==> config.mk <==
export PLATFORM = sky130hd
export DESIGN_NAME = edge_connect_top
export DESIGN_NICKNAME = d
export VERILOG_FILES = /design/src/mpf_pkg.sv /design/src/wr_hdr_if.sv /design/src/edge_connect_top.sv /design/src/fiu_write_edge.sv /design/src/hdr_fifo.sv /design/src/afu_write_edge.sv /design/src/write_data_heap.sv
export SDC_FILE = /design/constraint.sdc
export NUM_CORES = 2
export LEC_CHECK = 0
export ABC_CLOCK_PERIOD_IN_PS = 6450
export BUFFER_PORTS_ARGS = -buffer_cell sky130_fd_sc_hd__buf_4
export CORE_UTILIZATION = 45
export CTS_CLUSTER_DIAMETER = 100
export DETAILED_ROUTE_END_ITERATION = 7
export GPL_ROUTABILITY_DRIVEN = 1
export PLACE_DENSITY = 0.64
export RECOVER_POWER = 100
export SLEW_MARGIN = 20
export SYNTH_ARGS = -nofsm -noshare
export SYNTH_HDL_FRONTEND = slang
export SYNTH_SLANG_ARGS = --single-unit
==> constraint.sdc <==
create_clock -name clk -period 6.45 [get_ports clk]
set_input_delay 1.29 -clock clk [delete_from_list [all_inputs] [get_ports clk]]
set_output_delay 1.29 -clock clk [all_outputs]
set_load 0.005 [all_outputs]
==> src/mpf_pkg.sv <==
// Shared widths, sizes and flow-control thresholds for the write path
// between the AFU edge and the FIU edge
`default_nettype none

package mpf_pkg;

    // ========================================================================
    // Sizes and thresholds
    // ========================================================================

    // Write data heap depth, one slot per cache-line beat
    localparam int HEAP_ENTRIES = 32;

    // Longest multi-beat write packet
    localparam int MAX_BEATS = 4;

    // Header FIFO depth between the two edges
    localparam int HDR_FIFO_ENTRIES = 8;

    // A buffer reports almost full when this many slots or fewer are free
    localparam int ALMOST_FULL_THRESHOLD = 2;

    // Heap reserve so that a packet already under way can always finish
    localparam int HEAP_MIN_FREE = ALMOST_FULL_THRESHOLD + MAX_BEATS + 1;

    localparam int HEAP_IDX_BITS = $clog2(HEAP_ENTRIES);
    localparam int FIFO_IDX_BITS = $clog2(HDR_FIFO_ENTRIES);

    // ========================================================================
    // Types
    // ========================================================================

    typedef logic [31:0] cl_addr_t;
    typedef logic [63:0] cl_data_t;
    // Number of beats in a packet minus one
    typedef logic [1:0] cl_len_t;
    typedef logic [HEAP_IDX_BITS-1:0] heap_idx_t;
    typedef logic [FIFO_IDX_BITS-1:0] fifo_idx_t;
    // One extra bit so a full FIFO can be told from an empty one
    typedef logic [FIFO_IDX_BITS:0] fifo_cnt_t;

    // Output side beat generator
    typedef enum logic {BEAT_IDLE, BEAT_EMIT} beat_state_t;

endpackage

`default_nettype wire
==> src/wr_hdr_if.sv <==
// Write header channel, one start-of-packet header with the heap slot
// that holds its first beat of data
`timescale 1ns/1ns
`default_nettype none

interface wr_hdr_if import mpf_pkg::*;
    ();

    logic valid;
    cl_addr_t addr;
    cl_len_t cl_len;
    // Heap slot of the first beat, later beats follow in consecutive slots
    heap_idx_t heap_idx;

    modport source (output valid, output addr, output cl_len, output heap_idx);

    modport sink (input valid, input addr, input cl_len, input heap_idx);

endinterface

`default_nettype wire

==> src/edge_connect_top.sv <==
// Write path edge connector, AFU edge to header FIFO to FIU edge, with the
// beat data held in a shared heap
`timescale 1ns/1ns
`default_nettype none

module edge_connect_top import mpf_pkg::*;
    (
    input logic clk,
    input logic reset,

    // AFU side
    input logic afu_wr_valid,
    input logic afu_wr_sop,
    input cl_addr_t afu_wr_addr,
    input cl_len_t afu_wr_cl_len,
    input cl_data_t afu_wr_data,
    output logic afu_almost_full,

    // FIU side
    input logic fiu_almost_full,
    output logic fiu_wr_valid,
    output logic fiu_wr_sop,
    output cl_addr_t fiu_wr_addr,
    output cl_len_t fiu_wr_cl_len,
    output cl_data_t fiu_wr_data
    );

    logic heap_enq;
    cl_data_t heap_enq_data;
    logic heap_not_full;
    heap_idx_t heap_alloc_idx;
    heap_idx_t heap_read_idx;
    cl_data_t heap_read_data;
    logic heap_free;
    heap_idx_t heap_free_idx;
    logic fifo_almost_full;
    logic fifo_deq;

    // Headers entering and leaving the FIFO
    wr_hdr_if afu_hdr ();
    wr_hdr_if fiu_hdr ();

    write_data_heap u_heap (
        .clk(clk),
        .reset(reset),
        .enq(heap_enq),
        .enq_data(heap_enq_data),
        .not_full(heap_not_full),
        .alloc_idx(heap_alloc_idx),
        .read_idx(heap_read_idx),
        .read_data(heap_read_data),
        .free(heap_free),
        .free_idx(heap_free_idx)
    );

    afu_write_edge u_afu_edge (
        .clk(clk),
        .reset(reset),
        .wr_valid(afu_wr_valid),
        .wr_sop(afu_wr_sop),
        .wr_addr(afu_wr_addr),
        .wr_cl_len(afu_wr_cl_len),
        .wr_data(afu_wr_data),
        .almost_full(afu_almost_full),
        .heap_not_full(heap_not_full),
        .alloc_idx(heap_alloc_idx),
        .heap_enq(heap_enq),
        .heap_enq_data(heap_enq_data),
        .hdr(afu_hdr.source),
        .fifo_almost_full(fifo_almost_full)
    );

    hdr_fifo u_hdr_fifo (
        .clk(clk),
        .reset(reset),
        .in_hdr(afu_hdr.sink),
        .almost_full(fifo_almost_full),
        .out_hdr(fiu_hdr.source),
        .deq(fifo_deq)
    );

    fiu_write_edge u_fiu_edge (
        .clk(clk),
        .reset(reset),
        .hdr(fiu_hdr.sink),
        .deq(fifo_deq),
        .alloc_idx(heap_alloc_idx),
        .read_idx(heap_read_idx),
        .read_data(heap_read_data),
        .free(heap_free),
        .free_idx(heap_free_idx),
        .fiu_almost_full(fiu_almost_full),
        .wr_valid(fiu_wr_valid),
        .wr_sop(fiu_wr_sop),
        .wr_addr(fiu_wr_addr),
        .wr_cl_len(fiu_wr_cl_len),
        .wr_data(fiu_wr_data)
    );

endmodule

`default_nettype wire

==> src/fiu_write_edge.sv <==
// FIU edge of the write path, rebuilds multi-beat writes from one header
// and merges the beat data read back from the heap
`timescale 1ns/1ns
`default_nettype none

module fiu_write_edge import mpf_pkg::*;
    (
    input logic clk,
    input logic reset,

    wr_hdr_if.sink hdr,
    output logic deq,

    // Heap read and release
    input heap_idx_t alloc_idx,
    output heap_idx_t read_idx,
    input cl_data_t read_data,
    output logic free,
    output heap_idx_t free_idx,

    // Rebuilt write beats toward the FIU
    input logic fiu_almost_full,
    output logic wr_valid,
    output logic wr_sop,
    output cl_addr_t wr_addr,
    output cl_len_t wr_cl_len,
    output cl_data_t wr_data
    );

    beat_state_t state;
    cl_addr_t s1_addr;
    cl_len_t s1_cl_len;
    logic s1_sop;
    cl_len_t s1_beat_idx;
    cl_len_t s1_beats_rem;
    logic data_rdy;
    logic may_fire;
    logic packet_done;

    logic s2_valid;
    logic s2_sop;
    cl_addr_t s2_addr;
    cl_len_t s2_cl_len;

    // ========================================================================
    // Stage 1, beat generator
    // ========================================================================

    assign may_fire = (state == BEAT_EMIT) && data_rdy && !fiu_almost_full;
    assign packet_done = may_fire && (s1_beats_rem == '0);
    // Take a new header when idle or when the last beat leaves this cycle
    assign deq = hdr.valid && (packet_done || state == BEAT_IDLE);

    always_ff @(posedge clk)
    begin
        if (reset)
        begin
            state <= BEAT_IDLE;
            data_rdy <= 1'b0;
        end
        else if (deq)
        begin
            state <= BEAT_EMIT;
            // First beat's data went into the heap with the header
            data_rdy <= 1'b1;
        end
        else if (packet_done)
        begin
            state <= BEAT_IDLE;
            data_rdy <= 1'b0;
        end
        else if (may_fire)
        begin
            // The next slot is ready once the heap has moved past it
            data_rdy <= (read_idx + 1'b1) != alloc_idx;
        end
        else
        begin
            data_rdy <= (state == BEAT_EMIT) && (read_idx != alloc_idx);
        end
    end

    // Header fields and beat counters
    always_ff @(posedge clk)
    begin
        if (deq)
        begin
            s1_addr <= hdr.addr;
            s1_cl_len <= hdr.cl_len;
            s1_sop <= 1'b1;
            s1_beat_idx <= '0;
            s1_beats_rem <= hdr.cl_len;
            read_idx <= hdr.heap_idx;
        end
        else if (may_fire)
        begin
            s1_sop <= 1'b0;
            s1_beat_idx <= s1_beat_idx + 1'b1;
            s1_beats_rem <= s1_beats_rem - 1'b1;
            read_idx <= read_idx + 1'b1;
        end
    end

    // ========================================================================
    // Stages 2 and 3, heap release and data merge
    // ========================================================================

    always_ff @(posedge clk)
    begin
        if (reset)
        begin
            free <= 1'b0;
            s2_valid <= 1'b0;
            wr_valid <= 1'b0;
        end
        else
        begin
            // Release the slot one cycle after its read is issued
            free <= may_fire;
            s2_valid <= may_fire;
            wr_valid <= s2_valid;
        end
    end

    always_ff @(posedge clk)
    begin
        free_idx <= read_idx;
        s2_sop <= s1_sop;
        // Aligned packet, so ORing the beat number gives the beat address
        s2_addr <= s1_addr | cl_addr_t'(s1_beat_idx);
        s2_cl_len <= s1_cl_len;

        wr_sop <= s2_sop;
        wr_addr <= s2_addr;
        wr_cl_len <= s2_cl_len;
    end

    // Heap data arrives two cycles after the read, aligned with stage 3
    assign wr_data = read_data;

endmodule

`default_nettype wire

==> src/hdr_fifo.sv <==
// Header FIFO standing in for the request pipeline between the edges,
// with an almost-full level for back-pressure
`timescale 1ns/1ns
`default_nettype none

module hdr_fifo import mpf_pkg::*;
    (
    input logic clk,
    input logic reset,

    wr_hdr_if.sink in_hdr,
    output logic almost_full,

    // Oldest entry, valid whenever the FIFO holds something
    wr_hdr_if.source out_hdr,
    input logic deq
    );

    cl_addr_t addr_q [HDR_FIFO_ENTRIES];
    cl_len_t cl_len_q [HDR_FIFO_ENTRIES];
    heap_idx_t heap_idx_q [HDR_FIFO_ENTRIES];

    fifo_idx_t wr_ptr;
    fifo_idx_t rd_ptr;
    fifo_cnt_t count;

    assign almost_full = (HDR_FIFO_ENTRIES - int'(count)) <= ALMOST_FULL_THRESHOLD;

    assign out_hdr.valid = (count != '0);
    assign out_hdr.addr = addr_q[rd_ptr];
    assign out_hdr.cl_len = cl_len_q[rd_ptr];
    assign out_hdr.heap_idx = heap_idx_q[rd_ptr];

    always_ff @(posedge clk)
    begin
        if (reset)
        begin
            wr_ptr <= '0;
            rd_ptr <= '0;
            count <= '0;
        end
        else
        begin
            // The sender never pushes past the almost-full level
            if (in_hdr.valid)
                wr_ptr <= wr_ptr + 1'b1;
            if (deq)
                rd_ptr <= rd_ptr + 1'b1;

            if (in_hdr.valid && !deq)
                count <= count + 1'b1;
            else if (!in_hdr.valid && deq)
                count <= count - 1'b1;
        end
    end

    // Entry storage
    always_ff @(posedge clk)
    begin
        if (in_hdr.valid)
        begin
            addr_q[wr_ptr] <= in_hdr.addr;
            cl_len_q[wr_ptr] <= in_hdr.cl_len;
            heap_idx_q[wr_ptr] <= in_hdr.heap_idx;
        end
    end

endmodule

`default_nettype wire

==> src/afu_write_edge.sv <==
// AFU edge of the write path, parks every beat in the heap and sends
// only the start-of-packet header onward
`timescale 1ns/1ns
`default_nettype none

module afu_write_edge import mpf_pkg::*;
    (
    input logic clk,
    input logic reset,

    // Write beats from the AFU
    input logic wr_valid,
    input logic wr_sop,
    input cl_addr_t wr_addr,
    input cl_len_t wr_cl_len,
    input cl_data_t wr_data,
    output logic almost_full,

    // Heap allocation
    input logic heap_not_full,
    input heap_idx_t alloc_idx,
    output logic heap_enq,
    output cl_data_t heap_enq_data,

    // Header channel toward the FIFO
    wr_hdr_if.source hdr,
    input logic fifo_almost_full
    );

    // Beats still owed by the packet in progress
    cl_len_t beats_rem;
    logic packet_active;

    assign packet_active = (beats_rem != '0);

    // Every beat's data lands in the heap, first beat included
    assign heap_enq = wr_valid;
    assign heap_enq_data = wr_data;

    // Only the header travels through the FIFO. It carries the heap slot of
    // its first beat instead of the data itself
    assign hdr.valid = wr_valid && wr_sop;
    assign hdr.addr = wr_addr;
    assign hdr.cl_len = wr_cl_len;
    assign hdr.heap_idx = alloc_idx;

    // Back-pressure is held off while a packet is open. The header is
    // already in the FIFO, so stopping the trailing beats would deadlock
    assign almost_full = (fifo_almost_full || !heap_not_full) && !packet_active;

    always_ff @(posedge clk)
    begin
        if (reset)
        begin
            beats_rem <= '0;
        end
        else if (wr_valid)
        begin
            // A start of packet loads the count, each later beat uses one up
            if (wr_sop)
                beats_rem <= wr_cl_len;
            else
                beats_rem <= beats_rem - 1'b1;
        end
    end

endmodule

`default_nettype wire

==> src/write_data_heap.sv <==
// Write data heap, a circular buffer that hands out slots in order,
// reads with two cycles of latency and releases slots in order
`timescale 1ns/1ns
`default_nettype none

module write_data_heap import mpf_pkg::*;
    (
    input logic clk,
    input logic reset,

    input logic enq,
    input cl_data_t enq_data,
    output logic not_full,
    output heap_idx_t alloc_idx,

    input heap_idx_t read_idx,
    output cl_data_t read_data,

    input logic free,
    input heap_idx_t free_idx
    );

    cl_data_t mem [HEAP_ENTRIES];

    // Next slot to be written
    heap_idx_t tail_idx;
    // Oldest slot still holding live data
    heap_idx_t head_idx;
    heap_idx_t used_count;
    heap_idx_t read_addr_q;

    // The reserve keeps the heap from ever filling completely, so the
    // pointer difference alone gives the occupancy without wrap ambiguity
    assign used_count = tail_idx - head_idx;
    assign not_full = (int'(used_count) + HEAP_MIN_FREE) <= HEAP_ENTRIES;
    assign alloc_idx = tail_idx;

    always_ff @(posedge clk)
    begin
        if (reset)
        begin
            tail_idx <= '0;
            head_idx <= '0;
        end
        else
        begin
            if (enq)
            begin
                tail_idx <= tail_idx + 1'b1;
            end

            // Slots are released in order, so the head moves just past the
            // slot being freed and the occupancy drops by one
            if (free)
            begin
                head_idx <= free_idx + 1'b1;
            end
        end
    end

    // Data is written in the same cycle it arrives
    always_ff @(posedge clk)
    begin
        if (enq)
        begin
            mem[tail_idx] <= enq_data;
        end
    end

    // Two-stage read, an address register followed by an output register
    always_ff @(posedge clk)
    begin
        read_addr_q <= read_idx;
        read_data <= mem[read_addr_q];
    end

endmodule

`default_nettype wire

# Word-level counts from Yosys, hierarchy flattened
# Memories as Yosys holds them, arrays and structs flattened. A register that Yosys moved wholly into a read port is not among the register bits.
# Cells that the tools add are included.
# classes
n_addsub	13
mul	0
div	0
magnitude_cmp	2
n_eq_ne	2
shift	0
muxes	20
n_bitwise	2
reduce_logical	22
# ops
cell	count
$le 32x3->1 const B	1
$le 32x7->1 const B	1
$or 32x2->32	1
$add 5x1->5 const B	3
$mux 3	4
$mux 5	2
$ne 5x5->1	2
$logic_and 1x1->1	9
$mux 1	9
$mux 4	2
$reduce_bool 2->1	4
$add 3x1->3 const B	2
$add 5x3->6 const B	1
$mux 2	3
$logic_not 1->1	5
$sub 4x4->5 const A	1
$sub 5x5->5	1
$add 4x1->4 const B	1
$reduce_bool 4->1	1
$sub 2x1->2 const B	2
$sub 4x1->4 const B	1
$add 2x1->2 const B	1
$logic_not 2->1	1
$logic_or 1x1->1	2
$not 1->1	1
# totals
register_bits	113
latchBits	0
ram_bits	2360
romBits	0
in_bits	103
wordCells	87
mem_count	4
# mem_list
name	words	word_bits	rd	rd_clocked_by_memory_dff	wr	line	text
u_heap.mem	32	64	1	1	1	write_data_heap.sv:23	cl_data_t mem [HEAP_ENTRIES];
u_hdr_fifo.addr_q	8	32	1	1	1	hdr_fifo.sv:19	cl_addr_t addr_q [HDR_FIFO_ENTRIES];
u_hdr_fifo.heap_idx_q	8	5	1	1	1	hdr_fifo.sv:21	heap_idx_t heap_idx_q [HDR_FIFO_ENTRIES];
u_hdr_fifo.cl_len_q	8	2	1	1	1	hdr_fifo.sv:20	cl_len_t cl_len_q [HDR_FIFO_ENTRIES];

# Logic depth before layout (Yosys ltp)
# logic_depth
depth_word	8
depth_mapped	13
mapped_depth_nobuf	13

# Hierarchy
# Synthesis repeated with hierarchy kept, for this count alone.
# unflattened
hier_cells	4206
area_unflattened_um2	95636.7
# modules_own_cells
mod	instances	cells_per_inst	area_each_um2	seq_area_each_um2
write_data_heap	1	3305	78491.5	63080.5
hdr_fifo	1	531	12470.7	9629.2
fiu_write_edge	1	250	3767.4	2872.8
afu_write_edge	1	120	907.1	40.0

# Worst setup path after synthesis
# Ideal clock, no wire load.
# synth_timing
path_type	input to register
startpoint	in afu_wr_valid
endpoint	mem u_heap.mem[29][0] (netlist bit), enable pin
setup_ns	0.487
arrival_ns	4.530
required_ns	5.963
slack_ns	1.433
stages	3
path_buffers	1
path_cell_list	clkbuf_1 nand2_1 nor2_1
# synth_between
elab_chain_cells	2
# synth_rtl
item	line	text
start: declaration	edge_connect_top.sv:12	input logic afu_wr_valid,
$mux 1	write_data_heap.sv:64	if (enq)
$mux 1 (implied by the code)	write_data_heap.sv:66	mem[tail_idx] <= enq_data;
end: declaration	write_data_heap.sv:23	
# Every way passes these cells.

# Worst setup path in the final report
# layout_timing
startpoint	in afu_wr_valid
endpoint	mem u_heap.mem[19][45] (netlist bit), enable pin
# Same word-level chain as after synthesis.

==> reports/qor.csv <==
stage;metric;value;unit
synthesis;sequential share of the synthesized area;78.7;%
critical_path;FF-to-FF setup slack;1060;ps
min_path;hold path depth;0;
synthesis;Synth Warn #;0;
cells_and_area;final core utilization;51.3;%
place;PortBufs;203;
clocking;htree depth;5;
clocking;clock-pin slew on the worst setup and hold paths;60;ps
power;Final Total Pwr;0.0461;W
flow_run;max_cap viols;102;
synthesis;post-synthesis compound-gate area fraction;3.00;%
synthesis;multiplexer share of the synthesized area;15.0;%
sta;Final Cycle Share;85.2;%
run_status;outcome;complete, but fails checks;
critical_path;CP max FO;23;
place;Placed Area;0.101;mm2
sta;Final Slew Violations;3109;
critical_path;kind of critical path;in -> reg;
synthesis;main combinational cell family by area after synthesis;multiplexers;
floorplan;Initial Util;45.3;%
power;PD cells;424;mW/mm2
clocking;clock root buffer;clkbuf_16;
synthesis;Post-synth top flop;edfxtp_1;
grt;initial antenna violation count;15;
grt;largest net degree at the start of global routing;122;
clocking;Post-CTS Setup Bufs;0;
grt;first-pass GRT wire length;326;mm
critical_path;most used cell, CP;clkbuf_1;
clocking;CTS Buffer Depth;4;
clocking;clk_lat worst skew;930;ps
detailed_routing;DR pass1 iterations;5;
place;dpl cells;7236;
sta;RSZ-0062 raised after global routing;no;
synthesis;XOR/XNOR Fraction of Synth Area;0.247;%
power;Leak;34.8;nW
critical_path;startpoint types;primary input;
detailed_routing;# DRC;0;
detailed_routing;Detail Route Antenna Nets;0;
sta;Final Hold Viols;0;
critical_path;CP max stage cell;nor2_1;
grt;Remaining Overflow, GRT;0;
clocking;TritonCTS Buffers;280;
cells_and_area;commonest cells after routing, fill and taps aside;edfxtp_1, mux4_2, mux2i_1;
cells_and_area;nets;4821;
critical_path;Worst Path Required;6890;ps
detailed_routing;Routed Wire Length;226;mm
detailed_routing;Via density;5.85;
clocking;cells resized by post-CTS repair;0;
run_status;failing checks;max-capacitance violations, max-slew violations;
synthesis;EDFF count, synth;2401;
critical_path;crit-path leading delay family;simple AND/OR/NAND/NOR gates;
sta;final number of setup-violating endpoints;0;
floorplan;Die Y;464;um
critical_path;max incr delay on CP;2080;ps
power;VDD IR-drop max;0.320;mV
grt;gr usage total;20.9;%
synthesis;Cell Area, Synth;0.0959;mm2
sta;min Tclk post-route;5500;ps
floorplan;Ports;204;
floorplan;Die Wd;464;um
place;RD Place Congestion;0.758;
synthesis;syn avg cell area;22.1;um2
critical_path;buffer and inverter count on the worst path;2;
sta;highest clock rate;0.182;GHz
clocking;Clock Sink Count;2572;
synthesis;ys async rst share;0;%
sta;Slew @ Worst Pin;4180;ps
cells_and_area;Non-Filler Instances;7719;
critical_path;reg2reg path depth;5;
synthesis;Mapped Nets;4458;
synthesis;post-synthesis register bit count;2572;
floorplan;die footprint;0.215;mm2
cells_and_area;share of layout cells above drive strength 1;22.5;%
floorplan;Core Area;0.212;mm2
cells_and_area;layout filler cell count;16700;
critical_path;CP endpoint kind;register;
place;HPWL after DPL;122;mm
grt;number of global-route vias before repair;46200;
sta;clk_skew;71.7;ps
cells_and_area;design area;0.109;mm2
clocking;CTS tree;done;
min_path;Hold WC Path Type;reg -> reg;
cells_and_area;area grow syn2layout;13.4;%
critical_path;Reg-to-Reg Start;u_fiu_edge.free_idx[1]$_DFF_P_;
min_path;HP Start;u_fiu_edge.s2_addr[15]$_DFF_P_;
synthesis;Cells after Synth;4334;
critical_path;r2r endpoint;u_heap.read_data[13]$_DFF_P_;
critical_path;CP arrival;5940;ps
detailed_routing;Iter 0 DRT Violations;4472;
synthesis;Post-Synth Adder-Cell Area;0.290;%
cells_and_area;most common cell after layout, fill and taps aside;edfxtp_1;
critical_path;CP cell instances;clkbuf_1 -> nand2_1 -> nor2_1 -> clkbuf_1;
detailed_routing;wire per inst;29.3;um
synthesis;Simple-Gate Fraction of Synth Area;1.07;%
sta;relative slew slack;-178;%
min_path;Hold Path Sink;u_fiu_edge.wr_addr[15]$_DFF_P_;
clocking;hold buffers post-CTS;0;
detailed_routing;vias;45200;
sta;setup_tns;0;ps
synthesis;Cell variety after synth;51;
floorplan;Rows;169;
[through the flow]
step	worst slack [ps]	hold slack [ps]
3_3_place_gp	2420	310
4_1_cts	1630	323
5_1_grt	761	328
3_5_place_dp	2410	313
6_report	952	322
2_1_floorplan	1430	310
[sequential cells by signal, indices dropped and copies added (netlist names), 2 cells and up, named ones only]
| name | cells |
|---|---|
| u_fiu_edge.s2_addr | 32 |
| u_hdr_fifo.cl_len_q | 16 |
| u_fiu_edge.read_idx | 5 |
| u_heap.alloc_idx | 5 |
| u_hdr_fifo.count | 4 |
| u_fiu_edge.wr_addr | 32 |
| u_heap.read_data | 64 |
| u_hdr_fifo.heap_idx_q | 40 |
| u_fiu_edge.s1_beats_rem | 2 |
| u_afu_edge.beats_rem | 2 |
| u_fiu_edge.free_idx | 5 |
| u_fiu_edge.wr_cl_len | 2 |
| u_fiu_edge.s2_cl_len | 2 |
| u_hdr_fifo.addr_q | 256 |
| u_fiu_edge.s1_addr | 32 |
| u_heap.head_idx | 5 |
| u_fiu_edge.s1_cl_len | 2 |
| u_fiu_edge.s1_beat_idx | 2 |
| u_hdr_fifo.rd_ptr | 3 |
| u_heap.mem | 2048 |
| u_hdr_fifo.wr_ptr | 3 |
[metal layers]
layer	vias to the layer above	part of all wire (%)	global-route usage, %	wire [um]
met5	-	0.035	0	80
met4	12	2.4	5.87	5460
met3	319	7.5	4.09	16900
met2	1803	49	34.2	112000
met1	24100	41	28.7	92400
li1	19000	-	-	-
[how the worst max path moves through the flow]
stage | from | to | slack [ps] | depth (start not counted)
after CTS | u_heap.alloc_idx[0]$_SDFFE_PP0P_ | afu_almost_full | 1630 | 10
after detailed placement | afu_wr_valid | u_heap.mem[5][47]$_DFFE_PP_ | 2410 | 4
after global routing | u_heap.alloc_idx[1]$_SDFFE_PP0P_ | u_heap.mem[19][38]$_DFFE_PP_ | 760 | 4
after global placement | afu_wr_valid | u_heap.mem[3][13]$_DFFE_PP_ | 2420 | 4
final | afu_wr_valid | u_heap.mem[19][45]$_DFFE_PP_ | 950 | 4
after floorplan | afu_wr_valid | u_heap.mem[29][0]$_DFFE_PP_ | 1430 | 3
[kinds of logic (layout without fill, tap and decap cells)]
kind of cell | after synthesis | after routing
DFF | 2572 | 2572
muxes | 871 | 871
AOI/OAI and AO/OA | 367 | 367
buffers and inverters | 254 | 813
and+or+nand+nor | 222 | 222
xor gates and xnor gates | 27 | 27
adders and majority gates | 21 | 21
other | 0 | 5
[area by class of cell]
type	instances	area [um2]	share of cell area [%]
timing repair buffer	318	1900	1.75
clock buffer	370	7730	7.11
inverter	17	63.8	0.0587
clock inverter	108	1040	0.953
antenna	5	12.5	0.0115
multi-input combinational	1508	18900	17.4
tap	2821	3530	3.25
sequential	2572	75500	69.5
[cell usage after synthesis, types with 2 or more instances]
| cell type | instances | area share [%] |
|---|---|---|
| a2111oi_0 | 9 | 0.082 |
| inv_1 | 17 | 0.067 |
| a211oi_1 | 67 | 0.52 |
| a221oi_1 | 70 | 0.64 |
| a21oi_1 | 18 | 0.094 |
| a2111oi_1 | 7 | 0.073 |
| buf_6 | 34 | 0.40 |
| mux2_2 | 74 | 0.87 |
| fa_1 | 2 | 0.042 |
| or3_1 | 4 | 0.026 |
| nand3_1 | 9 | 0.047 |
| o21ai_0 | 5 | 0.026 |
| dfxtp_1 | 171 | 3.6 |
| xor2_1 | 16 | 0.15 |
| nand3b_1 | 5 | 0.039 |
| a2bb2oi_1 | 2 | 0.018 |
| nand2_1 | 35 | 0.14 |
| edfxtp_1 | 2401 | 75 |
| mux2i_1 | 350 | 3.7 |
| a221oi_2 | 8 | 0.13 |
| o221ai_1 | 43 | 0.39 |
| nor3_1 | 32 | 0.17 |
| a22oi_1 | 39 | 0.31 |
| a21o_1 | 2 | 0.016 |
| clkbuf_1 | 89 | 0.35 |
| xnor2_1 | 11 | 0.10 |
| nor3_2 | 8 | 0.083 |
| a2111oi_2 | 7 | 0.11 |
| or2_2 | 5 | 0.033 |
| o22ai_1 | 84 | 0.55 |
| buf_12 | 5 | 0.10 |
| mux4_2 | 444 | 10 |
| nor2b_1 | 9 | 0.059 |
| o21a_1 | 3 | 0.023 |
| ha_1 | 19 | 0.25 |
| buf_1 | 7 | 0.027 |
| buf_8 | 5 | 0.078 |
| nand2b_1 | 4 | 0.026 |
| buf_2 | 58 | 0.30 |
| nor2_1 | 105 | 0.41 |
| buf_4 | 38 | 0.30 |
| nor4_1 | 2 | 0.013 |
| mux4_1 | 3 | 0.082 |
[report_power, final]
part / internal, W / switching (W)
combinational: 0.00483 / 0.00602
sequential: 0.0191 / 0.000651
clock: 0.00919 / 0.00623
Power figures use the tool's default switching activity.
